===== config.mk =====
export PLATFORM = sky130hd
export DESIGN_NAME = icache_top
export DESIGN_NICKNAME = d
export VERILOG_FILES = /design/src/icache_pkg.sv /design/src/icache_lookup.sv /design/src/icache_mem.sv /design/src/icache_hit.sv /design/src/icache_fill.sv /design/src/icache_top.sv
export SDC_FILE = /design/constraint.sdc
export NUM_CORES = 2
export LEC_CHECK = 0
export BUFFER_PORTS_ARGS = -buffer_cell sky130_fd_sc_hd__buf_2
export CORE_MARGIN = 2
export CORE_UTILIZATION = 52
export DETAILED_ROUTE_END_ITERATION = 8
export HOLD_SLACK_MARGIN = 0.02
export PLACE_DENSITY = 0.77
export SYNTH_ARGS = -nofsm -noshare
export SYNTH_HDL_FRONTEND = slang
export SYNTH_HIERARCHICAL = 1
export SYNTH_SLANG_ARGS = --single-unit

===== constraint.sdc =====
create_clock -name clk_i -period 38 [get_ports clk_i]
set_input_delay 11.4 -clock clk_i [delete_from_list [all_inputs] [get_ports clk_i]]
set_output_delay 11.4 -clock clk_i [all_outputs]
set_load 0.02 [all_outputs]

===== src/icache_pkg.sv =====
package icache_pkg;

  //////////////////////////////
  // Line geometry
  //////////////////////////////

  // Words per line, byte offset bits in a line
  localparam int LINE_WORDS     = 4;
  localparam int LINE_OFFS_BITS = 4;

  // Plain vectors with a meaning
  typedef logic [31:0]               adr_t;
  typedef logic [31:0]               word_t;
  typedef logic [LINE_WORDS*32-1:0]  line_t;

  //////////////////////////////
  // Fetch side
  //////////////////////////////

  typedef struct packed {
    adr_t adr;
    logic cacheable;
  } fetch_req_t;

  typedef struct packed {
    adr_t  pc;
    word_t parcel;
    logic  error;
    logic  misaligned;
  } fetch_rsp_t;

  //////////////////////////////
  // AXI4-Lite read channels
  //////////////////////////////

  typedef struct packed {
    adr_t       addr;
    logic [2:0] prot;
  } axi_ar_t;

  typedef struct packed {
    word_t      data;
    logic [1:0] resp;
  } axi_r_t;

  localparam logic [1:0] AXI_RESP_OKAY   = 2'b00;
  localparam logic [1:0] AXI_RESP_SLVERR = 2'b10;

  // Hit stage states
  typedef enum logic [2:0] {
    ARMED,
    FLUSH,
    NONCACHEABLE,
    WAIT4FILL,
    RECOVER
  } memfsm_t;

  // Commands to the bus master
  typedef enum logic [1:0] {
    NOP,
    READLINE,
    READWORD
  } fill_cmd_t;

endpackage


===== src/icache_lookup.sv =====
module icache_lookup #(
  parameter  int SETS     = 16,
  localparam int IDX_BITS = $clog2(SETS)
)
(
  input  logic                   clk_i,
  input  logic                   rst_ni,

  // Fetch unit
  input  logic                   fetch_valid_i,
  output logic                   fetch_ready_o,
  input  icache_pkg::fetch_req_t fetch_req_i,

  // Hit stage busy, keep the held request
  input  logic                   hold_i,

  // Memory read index
  output logic [IDX_BITS-1:0]    rd_idx_o,

  // Registered request to the hit stage
  output logic                   req_valid_o,
  output icache_pkg::fetch_req_t req_o
);

  import icache_pkg::*;

  logic run_q;
  logic accept;

  // Register is free whenever the hit stage consumes it
  assign fetch_ready_o = run_q & ~hold_i;
  assign accept        = fetch_valid_i & fetch_ready_o;

  // Control state
  always_ff @(posedge clk_i, negedge rst_ni)
    if (!rst_ni)
    begin
      run_q       <= 1'b0;
      req_valid_o <= 1'b0;
    end
    else
    begin
      // Open for requests from the first cycle after reset
      run_q <= 1'b1;
      if (!hold_i)
        req_valid_o <= accept;
    end

  // One-entry request register
  always_ff @(posedge clk_i)
    if (accept)
      req_o <= fetch_req_i;

  // Incoming index on accept, held index while replaying
  assign rd_idx_o = hold_i ? req_o.adr[LINE_OFFS_BITS +: IDX_BITS]
                           : fetch_req_i.adr[LINE_OFFS_BITS +: IDX_BITS];

endmodule


===== src/icache_mem.sv =====
module icache_mem #(
  parameter  int SETS     = 16,
  localparam int IDX_BITS = $clog2(SETS),
  localparam int TAG_BITS = $bits(icache_pkg::adr_t) - IDX_BITS - icache_pkg::LINE_OFFS_BITS
)
(
  input  logic                clk_i,
  input  logic                rst_ni,

  // Read port, data one cycle later
  input  logic [IDX_BITS-1:0] rd_idx_i,
  output logic [TAG_BITS-1:0] rd_tag_o,
  output logic                rd_valid_o,
  output icache_pkg::line_t   rd_line_o,

  // Line write port
  input  logic                we_i,
  input  logic [IDX_BITS-1:0] wr_idx_i,
  input  logic [TAG_BITS-1:0] wr_tag_i,
  input  icache_pkg::line_t   wr_line_i,
  input  logic                wr_valid_i,

  // Cache flush
  input  logic                flush_start_i,
  output logic                flush_busy_o
);

  import icache_pkg::*;

  //////////////////////////////
  // Storage
  //////////////////////////////

  logic [TAG_BITS-1:0] tag_mem [SETS];
  line_t               dat_mem [SETS];
  logic [SETS-1:0]     valid_q;

  logic [IDX_BITS-1:0] flush_cnt_q;

  // Tag and data arrays, synchronous read
  always_ff @(posedge clk_i)
  begin
    if (we_i)
    begin
      tag_mem[wr_idx_i] <= wr_tag_i;
      dat_mem[wr_idx_i] <= wr_line_i;
    end
    // Read during write returns old contents
    rd_tag_o  <= tag_mem[rd_idx_i];
    rd_line_o <= dat_mem[rd_idx_i];
  end

  //////////////////////////////
  // Valid bits and flush
  //////////////////////////////

  always_ff @(posedge clk_i, negedge rst_ni)
    if (!rst_ni)
    begin
      valid_q      <= '0;
      rd_valid_o   <= 1'b0;
      flush_busy_o <= 1'b0;
      flush_cnt_q  <= '0;
    end
    else
    begin
      rd_valid_o <= valid_q[rd_idx_i];

      // Clear one line per cycle
      if (flush_busy_o)
      begin
        valid_q[flush_cnt_q] <= 1'b0;
        flush_cnt_q          <= flush_cnt_q + 1'b1;
        if (flush_cnt_q == IDX_BITS'(SETS-1))
          flush_busy_o <= 1'b0;
      end
      else if (flush_start_i)
      begin
        flush_busy_o <= 1'b1;
        flush_cnt_q  <= '0;
      end

      // Error fills write an invalid line
      if (we_i)
        valid_q[wr_idx_i] <= wr_valid_i;
    end

endmodule


===== src/icache_hit.sv =====
module icache_hit #(
  parameter  int SETS      = 16,
  localparam int IDX_BITS  = $clog2(SETS),
  localparam int TAG_BITS  = $bits(icache_pkg::adr_t) - IDX_BITS - icache_pkg::LINE_OFFS_BITS,
  localparam int WIDX_BITS = $clog2(icache_pkg::LINE_WORDS)
)
(
  input  logic                   clk_i,
  input  logic                   rst_ni,

  // Lookup stage
  input  logic                   req_valid_i,
  input  icache_pkg::fetch_req_t req_i,
  output logic                   hold_o,

  // Cache memory read data
  input  logic [TAG_BITS-1:0]    rd_tag_i,
  input  logic                   rd_valid_i,
  input  icache_pkg::line_t      rd_line_i,

  // Cache flush
  input  logic                   cacheflush_req_i,
  output logic                   flush_start_o,
  input  logic                   flush_busy_i,

  // Bus master
  output icache_pkg::fill_cmd_t  fill_cmd_o,
  output icache_pkg::adr_t       fill_adr_o,
  input  logic                   fill_word_we_i,
  input  logic [WIDX_BITS-1:0]   fill_word_idx_i,
  input  icache_pkg::word_t      fill_word_i,
  input  logic                   fill_done_i,
  input  logic                   fill_err_i,

  // Cache memory line write
  output logic                   line_we_o,
  output logic [IDX_BITS-1:0]    wr_idx_o,
  output logic [TAG_BITS-1:0]    wr_tag_o,
  output icache_pkg::line_t      wr_line_o,
  output logic                   wr_valid_o,

  // Fetch response
  output logic                   rsp_valid_o,
  output icache_pkg::fetch_rsp_t rsp_o
);

  import icache_pkg::*;

  localparam int WORD_BITS = $bits(word_t);

  memfsm_t             state_q;
  fetch_req_t          pend_q;
  line_t               line_buf_q;
  line_t               line_next;
  logic [TAG_BITS-1:0] req_tag;
  logic                armed;
  logic                cache_hit;
  logic                take_hit;
  logic                take_miss;
  logic                take_nc;
  logic                nc_done;

  // Parcel from a line by word offset
  function automatic word_t sel_word(line_t line, logic [WIDX_BITS-1:0] offs);
    sel_word = line[offs*WORD_BITS +: WORD_BITS];
  endfunction

  // Response with misaligned from pc bits 1:0
  function automatic fetch_rsp_t make_rsp(adr_t pc, word_t parcel, logic err);
    fetch_rsp_t rsp;
    rsp.pc         = pc;
    rsp.parcel     = parcel;
    rsp.error      = err;
    rsp.misaligned = |pc[1:0];
    return rsp;
  endfunction

  //////////////////////////////
  // Lookup decode
  //////////////////////////////

  assign req_tag   = req_i.adr[$bits(adr_t)-1 -: TAG_BITS];
  assign cache_hit = rd_valid_i & (rd_tag_i == req_tag);
  assign armed     = (state_q == ARMED);

  assign take_hit  = armed & req_valid_i &  req_i.cacheable &  cache_hit;
  assign take_miss = armed & req_valid_i &  req_i.cacheable & ~cache_hit;
  assign take_nc   = armed & req_valid_i & ~req_i.cacheable;
  assign nc_done   = (state_q == NONCACHEABLE) & fill_done_i;

  // Flush only with no lookup in flight
  assign flush_start_o = armed & ~req_valid_i & cacheflush_req_i;

  // Lookup stage waits while busy
  assign hold_o = ~armed;

  //////////////////////////////
  // Memory interface FSM
  //////////////////////////////

  always_ff @(posedge clk_i, negedge rst_ni)
    if (!rst_ni)
    begin
      state_q     <= ARMED;
      fill_cmd_o  <= NOP;
      rsp_valid_o <= 1'b0;
    end
    else
    begin
      rsp_valid_o <= take_hit | nc_done | (state_q == RECOVER);
      unique case (state_q)
        ARMED       : if (flush_start_o)
                        state_q <= FLUSH;
                      else if (take_miss)
                      begin
                        state_q    <= WAIT4FILL;
                        fill_cmd_o <= READLINE;
                      end
                      else if (take_nc)
                      begin
                        state_q    <= NONCACHEABLE;
                        fill_cmd_o <= READWORD;
                      end
        FLUSH       : if (!flush_busy_i)
                        state_q <= ARMED;
        NONCACHEABLE: if (fill_done_i)
                      begin
                        state_q    <= ARMED;
                        fill_cmd_o <= NOP;
                      end
        WAIT4FILL   : if (fill_done_i)
                      begin
                        state_q    <= RECOVER;
                        fill_cmd_o <= NOP;
                      end
        // Memory re-reads the held index here
        RECOVER     : state_q <= ARMED;
        default     : state_q <= ARMED;
      endcase
    end

  // Current beat merged into the line buffer
  always_comb
  begin
    line_next = line_buf_q;
    if (fill_word_we_i)
      line_next[fill_word_idx_i*WORD_BITS +: WORD_BITS] = fill_word_i;
  end

  // Payload registers
  always_ff @(posedge clk_i)
  begin
    if (take_miss || take_nc)
    begin
      pend_q     <= req_i;
      fill_adr_o <= take_miss ? {req_i.adr[31:LINE_OFFS_BITS], {LINE_OFFS_BITS{1'b0}}}
                              : {req_i.adr[31:2], 2'b00};
    end

    if (state_q == WAIT4FILL)
      line_buf_q <= line_next;

    // Hit, single read or finished fill
    if (take_hit)
      rsp_o <= make_rsp(req_i.adr, sel_word(rd_line_i, req_i.adr[2 +: WIDX_BITS]), 1'b0);
    else if (nc_done)
      rsp_o <= make_rsp(pend_q.adr, fill_word_i, fill_err_i);
    else if (state_q == RECOVER)
      rsp_o <= make_rsp(pend_q.adr, sel_word(line_buf_q, pend_q.adr[2 +: WIDX_BITS]),
                        fill_err_i);
  end

  //////////////////////////////
  // Line write
  //////////////////////////////

  assign line_we_o  = (state_q == WAIT4FILL) & fill_done_i;
  assign wr_idx_o   = pend_q.adr[LINE_OFFS_BITS +: IDX_BITS];
  assign wr_tag_o   = pend_q.adr[$bits(adr_t)-1 -: TAG_BITS];
  assign wr_line_o  = line_next;
  assign wr_valid_o = ~fill_err_i;

endmodule


===== src/icache_fill.sv =====
module icache_fill (
  input  logic                                   clk_i,
  input  logic                                   rst_ni,

  // Command from the hit stage, held until done
  input  icache_pkg::fill_cmd_t                  fill_cmd_i,
  input  icache_pkg::adr_t                       fill_adr_i,

  // AXI4-Lite AR channel
  output logic                                   ar_valid_o,
  input  logic                                   ar_ready_i,
  output icache_pkg::axi_ar_t                    ar_o,

  // AXI4-Lite R channel
  input  logic                                   r_valid_i,
  output logic                                   r_ready_o,
  input  icache_pkg::axi_r_t                     r_i,

  // Returned beats
  output logic                                   fill_word_we_o,
  output logic [$clog2(icache_pkg::LINE_WORDS)-1:0] fill_word_idx_o,
  output icache_pkg::word_t                      fill_word_o,
  output logic                                   fill_done_o,
  output logic                                   fill_err_o
);

  import icache_pkg::*;

  localparam int         WIDX_BITS  = $clog2(LINE_WORDS);
  // Unprivileged, secure, instruction access
  localparam logic [2:0] PROT_INSTR = 3'b100;

  logic                 busy_q;
  logic [WIDX_BITS-1:0] beat_q;
  logic                 single;
  logic                 start;
  logic                 last_beat;
  logic                 r_hsk;

  assign single    = (fill_cmd_i == READWORD);
  // No restart in the done cycle, command still high
  assign start     = ~busy_q & ~fill_done_o & (fill_cmd_i != NOP);
  assign last_beat = single | (beat_q == WIDX_BITS'(LINE_WORDS-1));
  assign r_hsk     = r_ready_o & r_valid_i;

  // Line beats go out in increasing word order
  assign ar_o.addr = single ? fill_adr_i
                            : {fill_adr_i[31:LINE_OFFS_BITS], beat_q, 2'b00};
  assign ar_o.prot = PROT_INSTR;

  //////////////////////////////
  // Beat sequencer
  //////////////////////////////

  always_ff @(posedge clk_i, negedge rst_ni)
    if (!rst_ni)
    begin
      busy_q         <= 1'b0;
      beat_q         <= '0;
      ar_valid_o     <= 1'b0;
      r_ready_o      <= 1'b0;
      fill_word_we_o <= 1'b0;
      fill_done_o    <= 1'b0;
      fill_err_o     <= 1'b0;
    end
    else
    begin
      fill_word_we_o <= 1'b0;
      fill_done_o    <= 1'b0;

      if (start)
      begin
        busy_q     <= 1'b1;
        beat_q     <= '0;
        ar_valid_o <= 1'b1;
        fill_err_o <= 1'b0;
      end

      // Address taken, wait for data
      if (ar_valid_o && ar_ready_i)
      begin
        ar_valid_o <= 1'b0;
        r_ready_o  <= 1'b1;
      end

      // Data beat, next read or finish
      if (r_hsk)
      begin
        r_ready_o      <= 1'b0;
        fill_word_we_o <= 1'b1;
        fill_err_o     <= fill_err_o | (r_i.resp != AXI_RESP_OKAY);
        if (last_beat)
        begin
          busy_q      <= 1'b0;
          fill_done_o <= 1'b1;
        end
        else
        begin
          beat_q     <= beat_q + 1'b1;
          ar_valid_o <= 1'b1;
        end
      end
    end

  // Beat data
  always_ff @(posedge clk_i)
    if (r_hsk)
    begin
      fill_word_o     <= r_i.data;
      fill_word_idx_o <= beat_q;
    end

endmodule


===== src/icache_top.sv =====
module icache_top #(
  parameter int SETS = 16
)
(
  input  logic                   clk_i,
  input  logic                   rst_ni,

  // Fetch side
  input  logic                   fetch_valid_i,
  output logic                   fetch_ready_o,
  input  icache_pkg::fetch_req_t fetch_req_i,
  output logic                   rsp_valid_o,
  output icache_pkg::fetch_rsp_t rsp_o,
  input  logic                   cacheflush_req_i,

  // AXI4-Lite read master
  output logic                   ar_valid_o,
  input  logic                   ar_ready_i,
  output icache_pkg::axi_ar_t    ar_o,
  input  logic                   r_valid_i,
  output logic                   r_ready_o,
  input  icache_pkg::axi_r_t     r_i
);

  import icache_pkg::*;

  localparam int IDX_BITS  = $clog2(SETS);
  localparam int TAG_BITS  = $bits(adr_t) - IDX_BITS - LINE_OFFS_BITS;
  localparam int WIDX_BITS = $clog2(LINE_WORDS);

  //////////////////////////////
  // Internal wires
  //////////////////////////////

  // Lookup to hit stage
  logic                 hold;
  logic                 req_valid;
  fetch_req_t           req;
  logic [IDX_BITS-1:0]  rd_idx;

  // Memory read and write
  logic [TAG_BITS-1:0]  rd_tag;
  logic                 rd_valid;
  line_t                rd_line;
  logic                 line_we;
  logic [IDX_BITS-1:0]  wr_idx;
  logic [TAG_BITS-1:0]  wr_tag;
  line_t                wr_line;
  logic                 wr_valid;
  logic                 flush_start;
  logic                 flush_busy;

  // Hit stage to bus master
  fill_cmd_t            fill_cmd;
  adr_t                 fill_adr;
  logic                 fill_word_we;
  logic [WIDX_BITS-1:0] fill_word_idx;
  word_t                fill_word;
  logic                 fill_done;
  logic                 fill_err;

  icache_lookup #(
    .SETS (SETS)
  ) icache_lookup_i (
    .clk_i         (clk_i),
    .rst_ni        (rst_ni),
    .fetch_valid_i (fetch_valid_i),
    .fetch_ready_o (fetch_ready_o),
    .fetch_req_i   (fetch_req_i),
    .hold_i        (hold),
    .rd_idx_o      (rd_idx),
    .req_valid_o   (req_valid),
    .req_o         (req)
  );

  icache_mem #(
    .SETS (SETS)
  ) icache_mem_i (
    .clk_i         (clk_i),
    .rst_ni        (rst_ni),
    .rd_idx_i      (rd_idx),
    .rd_tag_o      (rd_tag),
    .rd_valid_o    (rd_valid),
    .rd_line_o     (rd_line),
    .we_i          (line_we),
    .wr_idx_i      (wr_idx),
    .wr_tag_i      (wr_tag),
    .wr_line_i     (wr_line),
    .wr_valid_i    (wr_valid),
    .flush_start_i (flush_start),
    .flush_busy_o  (flush_busy)
  );

  icache_hit #(
    .SETS (SETS)
  ) icache_hit_i (
    .clk_i            (clk_i),
    .rst_ni           (rst_ni),
    .req_valid_i      (req_valid),
    .req_i            (req),
    .hold_o           (hold),
    .rd_tag_i         (rd_tag),
    .rd_valid_i       (rd_valid),
    .rd_line_i        (rd_line),
    .cacheflush_req_i (cacheflush_req_i),
    .flush_start_o    (flush_start),
    .flush_busy_i     (flush_busy),
    .fill_cmd_o       (fill_cmd),
    .fill_adr_o       (fill_adr),
    .fill_word_we_i   (fill_word_we),
    .fill_word_idx_i  (fill_word_idx),
    .fill_word_i      (fill_word),
    .fill_done_i      (fill_done),
    .fill_err_i       (fill_err),
    .line_we_o        (line_we),
    .wr_idx_o         (wr_idx),
    .wr_tag_o         (wr_tag),
    .wr_line_o        (wr_line),
    .wr_valid_o       (wr_valid),
    .rsp_valid_o      (rsp_valid_o),
    .rsp_o            (rsp_o)
  );

  icache_fill icache_fill_i (
    .clk_i           (clk_i),
    .rst_ni          (rst_ni),
    .fill_cmd_i      (fill_cmd),
    .fill_adr_i      (fill_adr),
    .ar_valid_o      (ar_valid_o),
    .ar_ready_i      (ar_ready_i),
    .ar_o            (ar_o),
    .r_valid_i       (r_valid_i),
    .r_ready_o       (r_ready_o),
    .r_i             (r_i),
    .fill_word_we_o  (fill_word_we),
    .fill_word_idx_o (fill_word_idx),
    .fill_word_o     (fill_word),
    .fill_done_o     (fill_done),
    .fill_err_o      (fill_err)
  );

endmodule


# [Yosys cells after proc, flatten, opt, wreduce, memory -nomap -nowiden]
# Memory sizes are Yosys's and may differ from the RTL's. A register that Yosys moved wholly into a read port is not among the register bits.
# Cells that the tools add are included.
[totals] ff_bits=363 out_inout_bits=105 word_cells=154 mem_bits_rw=2432 memories=2
[op_classes] n_bitwise=27 eq_ne=15 n_mux=52 n_addsub=3 magnitude_cmp=5 n_reduce_logical=18 n_shift=4
[memory_table] memory="icache_mem_i.dat_mem" depth=16 width=128 rd=1 rd_clocked_by_memory_dff=1 write_ports=1 line_no="icache_mem.sv:35" rtl="line_t dat_mem [SETS];"
[memory_table] memory="icache_mem_i.tag_mem" depth=16 width=24 rd=1 rd_clocked_by_memory_dff=1 write_ports=1 line_no="icache_mem.sv:34" rtl="logic [TAG_BITS-1:0] tag_mem [SETS];"
[op_table] op="$shiftx 128x8->32" count=2
[op_table] op="$mux 66" count=3
[op_table] op="$bwmux 128" count=1
[op_table] op="$mux 128" count=1
[op_table] op="$shift 32x34->128 const A" count=1
[op_table] op="$shiftx 32x34->128" count=1
[op_table] op="$neg 7->34" count=1
[op_table] op="$mux 16" count=2
[op_table] op="$eq 24x24->1" count=1
[op_table] op="$mux 1" count=22
[op_table] op="$mux 3" count=6
[op_table] op="$and 16x16->16" count=1
[op_table] op="$bwmux 16" count=1
[op_table] op="$mux 4" count=4
[op_table] op="$not 16->16" count=1
[op_table] op="$and 1x1->1" count=15
[op_table] op="$lt 4x5->1 const B" count=3
[op_table] op="$mux 2" count=7
[op_table] op="$reduce_bool 2->1" count=7
[op_table] op="$pmux 3 s4" count=1
[op_table] op="$demux 1 s4" count=2
[op_table] op="$ge 4x1->1 const B" count=2
[op_table] op="$reduce_and 4->1" count=2
[op_table] op="$eq 3x2->1 const B" count=2
[op_table] op="19 further kinds" count=35

# [Depth between registers and ports, before layout]
[logic_depth] depth_word=9 depth_mapped=13 depth_no_buf=6

# [By module]
# Netlist, hierarchy kept.
[modules_own_cells] module="icache_mem" area_per_inst_um2=95829.4 cells_per_inst=3900 instances=1
[modules_own_cells] module="icache_hit" area_per_inst_um2=11994.0 cells_per_inst=720 instances=1
[modules_own_cells] module="icache_fill" area_per_inst_um2=1672.9 cells_per_inst=103 instances=1
[modules_own_cells] module="icache_lookup" area_per_inst_um2=1141.1 cells_per_inst=46 instances=1

# [Least setup slack after synthesis]
# No wires, ideal clock.
[synth_timing] path_kind="reg-to-reg" from="register icache_hit_i.state_q[1]" to="register icache_mem_i.valid_q[0]" arrival_time_ps=16456 required_time_ps=37271 setup_slack_ps=20815 path_buffers=0 path_stages_with_launch=6 cell_sequence="dfrtp_1 -> nor2b_1 -> and3_1 -> nand2b_1 -> nor4_1 -> o21ai_0"
[synth_between] elab_chain_len=3
[synth_rtl] element="start, declared" line_no="icache_hit.sv:51" rtl="memfsm_t state_q;"
[synth_rtl] element="start signal, assigned" line_no="icache_hit.sv:104" rtl="state_q <= ARMED;"
[synth_rtl] element="start signal, assigned" line_no="icache_hit.sv:113" rtl="state_q <= FLUSH;"
[synth_rtl] element="start signal, assigned" line_no="icache_hit.sv:116" rtl="state_q <= WAIT4FILL;"
[synth_rtl] element="$eq 3x2->1" line_no="icache_hit.sv:177" rtl="assign line_we_o = (state_q == WAIT4FILL) & fill_done_i;"
[synth_rtl] element="$and 1x1->1" line_no="icache_hit.sv:177"
[synth_rtl] element="via line_we" line_no="icache_top.sv:45" rtl="logic line_we;"
[synth_rtl] element="$mux 16" line_no="icache_mem.sv:84" rtl="if (we_i)"
[synth_rtl] element="end signal, assigned by index" line_no="icache_mem.sv:85" rtl="valid_q[wr_idx_i] <= wr_valid_i;"
[synth_rtl] element="end, declared" line_no="icache_mem.sv:36" rtl="logic [SETS-1:0] valid_q;"
# The timed path passes the listed nets, and every way through them passes these cells.
# A chain may end at the register's enable or synchronous reset.

# [Final worst setup path]
[layout_timing] from="input fetch_req_i[5] in the netlist's numbering" to="register icache_mem_i.rd_line_o[84] (read register of icache_mem_i.dat_mem)"
[layout_between] elab_chain_len=1
[layout_rtl] element="start, declared" line_no="icache_top.sv:11" rtl="input icache_pkg::fetch_req_t fetch_req_i,"
[layout_rtl] element="$mux 4" line_no="icache_lookup.sv:55" rtl="assign rd_idx_o = hold_i ? req_o.adr[LINE_OFFS_BITS +: IDX_BITS]"
[layout_rtl] element="via rd_idx[0]" line_no="icache_top.sv:39" rtl="logic [IDX_BITS-1:0] rd_idx;"
[layout_rtl] element="end, declared" line_no="icache_mem.sv:14" rtl="output icache_pkg::line_t rd_line_o,"
# The timed path passes the listed nets, and every way through them passes these cells.

==> impl_metrics.env <==
export IMPL_finalCritPeriodShare=0.421
export IMPL_cts_tree="built"
export IMPL_ys_warn_count=6
export IMPL_die_h_um=465
export IMPL_synth_area_leaders="edfxtp_1, mux4_2, dfxtp_1"
export IMPL_yosysTopAreaCell="edfxtp_1"
export IMPL_finalNetCount=5086
export IMPL_core_area_sq_um=212000
export IMPL_synth_flop_cell="edfxtp_1"
export IMPL_grt_pass1_wl_um=381000
export IMPL_ir_worst_vdd_mv=0.0626
export IMPL_worstRegToRegCells=8
export IMPL_skew_ns=0.0855
export IMPL_syn_instance_count=4769
export IMPL_placed_area_sq_um=114000
export IMPL_cts_setup_buffers=0
export IMPL_crit_type="in -> reg"
export IMPL_wl_um=265000
export IMPL_synth_cell_types=49
export IMPL_synth_async_reset_ratio=0.0130
export IMPL_h_tree_depth=5
export IMPL_drv_cap=1
export IMPL_antenna_found_initial=8
export IMPL_dr_pass1_iters=6
export IMPL_drive_above_1_share=0.302
export IMPL_drc=0
export IMPL_synth_seq_cells=2917
export IMPL_hpwlAfterDp_um=121000
export IMPL_cp_required_ns=38.79
export IMPL_grt_max_degree=129
export IMPL_hold_depth=0
export IMPL_gr_usage_met1=0.338
export IMPL_cts_buffers=296
export IMPL_n_fill_cell=14100
export IMPL_cp_data_arrival_time_ns=16.79
export IMPL_root_buffer="clkbuf_16"
export IMPL_wl_per_cell_um=33.0
export IMPL_vias=52700
export IMPL_clk_pin_slew_ns=0.06
export IMPL_vias_per_cell=6.55
export IMPL_initial_core_util=0.522
export IMPL_drtIter0Drc=7870
export IMPL_holdPathEnd="icache_hit_i/wr_tag_o[0]$_DFFE_PP_"
export IMPL_cp_start_kind="input port"
export IMPL_yosysTopAreaCellShare=0.740
export IMPL_die_w_um=465
export IMPL_use_met2=0.392
export IMPL_max_slew_worst_pin_slew_ns=1.48
export IMPL_fin_tns_setup_ns=0
export IMPL_clk_path_buf_depth=4
export IMPL_r2r_start="icache_hit_i/state_q[0]$_DFFE_PN0P_"
export IMPL_p_leak_nw=39.6
export IMPL_relSlewSlack=0.0142
export IMPL_multi_input_area_sq_um=23000
export IMPL_seq_area_frac_synth=0.776
export IMPL_finalCriticalPeriod_ns=16.00
export IMPL_met3_usage=0.0541
export IMPL_worst_setup_path_end_kind="flop"
export IMPL_final_max_slew_viol_count=0
export IMPL_cts_sinks=2917
export IMPL_cp_max_fo=73
export IMPL_status="finished with violations"
export IMPL_clk_latency_ns=0.95
export IMPL_avgSynthCellArea_sq_um=23.2
export IMPL_grt_usage=0.245
export IMPL_synth_edf_count=2726
export IMPL_fmax_mhz=62.5
export IMPL_cts_resized=0
export IMPL_grt_pass1_vias=53400
export IMPL_hold_class="reg -> reg"
export IMPL_hold_viol=0
export IMPL_synth_area_sq_um=111000
export IMPL_io_pins=178
export IMPL_die_area_sq_um=216000
export IMPL_pwr_density_cell_nw_per_um2=67.1
export IMPL_finalSetupViolCount=0
export IMPL_cts_hold_buf=0
export IMPL_grt_busiest_layer="met2"
export IMPL_seqCellArea_sq_um=85900
export IMPL_rows=169
export IMPL_area_delta_synth_final_pct=12.0
export IMPL_r2r_slack_ns=31.21
export IMPL_gp_congestion=0.754
export IMPL_ant_nets=0
export IMPL_worst_r2r_endpoint="icache_mem_i/rd_line_o[84]$_DFF_P_"
export IMPL_violations="capacitance limit"
export IMPL_portBuffers=172
export IMPL_hold_path_startpoint="icache_lookup_i/req_o[9]$_DFFE_PP_"
export IMPL_fin_area_sq_um=124000
export IMPL_rsz0062_at_grt="no"
export IMPL_grt_overflow_total=0
critical path, cell delays in order:
cell and delay, ns:
buf_2 0.11, mux2_8 0.71, buf_4 0.83, buf_4 0.71
buf_4 0.85, buf_4 0.86, mux4_2 0.60, mux4_2 0.47
sequential cells by signal, indices dropped and copies added, names as in the netlist, 16 cells and up:
name and cells:
icache_hit_i/rsp_o 66, icache_hit_i/line_buf_q 128, icache_mem_i/rd_tag_o 24, icache_mem_i/tag_mem 384
icache_mem_i/valid_q 16, icache_fill_i/fill_word_o 32, icache_mem_i/dat_mem 2048, icache_hit_i/wr_tag_o 24
icache_lookup_i/req_o 33, icache_mem_i/rd_line_o 128
cells in the mapped netlist (6+ instances only):
library cell	count
dfrtp_1	38
a211oi_1	54
nor2_1	19
nor4_1	7
a22o_1	129
nand2b_1	9
xnor2_1	14
nor2b_1	57
xor2_1	11
nand2_1	52
o22ai_1	11
mux2i_1	105
o21ai_0	28
buf_1	23
mux4_2	743
inv_1	11
o31ai_1	6
mux2_2	71
buf_6	17
a21oi_1	70
buf_2	77
edfxtp_1	2726
clkbuf_1	111
nor3_1	10
buf_4	113
ha_1	11
mux2_4	32
o221ai_1	22
dfxtp_1	153
placed cells by master, fill, tap and decap left out, types with 6 or more instances in the layout:
| master | synthesis | layout |
|---|---|---|
| edfxtp_1 | 2726 | 2726 |
| nor3_2 | 0 | 8 |
| o31ai_1 | 6 | 6 |
| buf_12 | 0 | 11 |
| clkinv_1 | 0 | 40 |
| xnor2_1 | 14 | 14 |
| clkbuf_8 | 0 | 20 |
| a21oi_1 | 70 | 69 |
| dfxtp_1 | 153 | 153 |
| a22o_1 | 129 | 129 |
| bufinv_16 | 0 | 31 |
| mux4_2 | 743 | 743 |
| inv_1 | 11 | 9 |
| conb_1 | 4 | 6 |
| buf_4 | 113 | 91 |
| ha_1 | 11 | 11 |
| inv_6 | 0 | 7 |
| buf_2 | 77 | 172 |
| o22ai_1 | 11 | 11 |
| nor2_4 | 0 | 8 |
| clkinvlp_4 | 0 | 12 |
| a211oi_1 | 54 | 54 |
| clkbuf_16 | 0 | 305 |
| dfrtp_1 | 38 | 38 |
| nand2b_1 | 9 | 9 |
| nand2_1 | 52 | 47 |
| o221ai_1 | 22 | 22 |
| o21ai_0 | 28 | 28 |
| nor2b_1 | 57 | 57 |
| nor2_1 | 19 | 11 |
| mux2_4 | 32 | 28 |
| clkinv_2 | 0 | 42 |
| clkbuf_1 | 111 | 57 |
| xor2_1 | 11 | 11 |
| mux2i_1 | 105 | 105 |
| mux2_2 | 71 | 71 |
logic make-up (layout without fill, tap and decap cells):
family | count (synthesis) | count (layout) | share of synthesized area
adders and majority gates | 11 | 11 | 0.00124
DFF | 2917 | 2917 | 0.776
muxes | 951 | 951 | 0.172
buffers and inverters | 352 | 804 | 0.0178
xor gates and xnor gates | 25 | 25 | 0.00198
other | 4 | 9 | 0.000136
AOI/OAI and AO/OA | 327 | 327 | 0.0216
and+or+nand+nor | 182 | 182 | 0.00876
metrics by stage:
step | worst slack, ns | hold slack, ns | util | total power, mW | instances
2_1_floorplan | 20.81 | 0.424 | - | 5.07 | 4771
3_3_place_gp | 20.93 | 0.486 | 0.539 | 5.38 | 7525
3_5_place_dp | 20.89 | 0.484 | 0.539 | 5.43 | 7525
4_1_cts | 21.83 | 0.494 | 0.585 | 8.33 | 8044
5_1_grt | 21.44 | 0.520 | 0.585 | 8.55 | 8046
6_report | 22.00 | 0.496 | 0.585 | 8.31 | 8047
layout make-up:
type                            count  area share
Sequential cell                  2917       0.693
Multi-Input combinational cell   1502       0.186
Clock buffer                      382      0.0656
Tap cell                         2821      0.0285
Timing Repair Buffer              274      0.0142
Clock inverter                    137      0.0120
Inverter                           11    0.000394
Antenna cell                        3   0.0000606
how the worst max path moves through the flow:
stage,startpoint,to,slack (ns),depth (start not counted)
2_1_floorplan,icache_hit_i/state_q[1]$_DFFE_PN0P_,icache_mem_i/valid_q[0]$_DFF_PN0_,20.81,5
3_3_place_gp,fetch_req_i[5],icache_mem_i/rd_line_o[94]$_DFF_P_,20.93,8
3_5_place_dp,fetch_req_i[5],icache_mem_i/rd_line_o[20]$_DFF_P_,20.89,8
4_1_cts,fetch_req_i[5],icache_mem_i/rd_line_o[86]$_DFF_P_,21.83,8
5_1_grt,fetch_req_i[5],icache_mem_i/rd_line_o[86]$_DFF_P_,21.44,8
6_report,fetch_req_i[5],icache_mem_i/rd_line_o[84]$_DFF_P_,22.00,8
report_power, final:
group / switching [mW] / internal (mW)
clock network: 1.19 / 1.72
logic: 0.770 / 0.555
registers: 0.116 / 3.96
total: 2.08 / 6.23
per-layer routing:
| layer | vias up | wire length (um) |
|---|---|---|
| met5 | - | 13 |
| met4 | 2 | 8320 |
| met3 | 519 | 30000 |
| met2 | 3702 | 130000 |
| met1 | 27900 | 97200 |
| li1 | 20600 | - |
(Power assumes the default switching activity.)
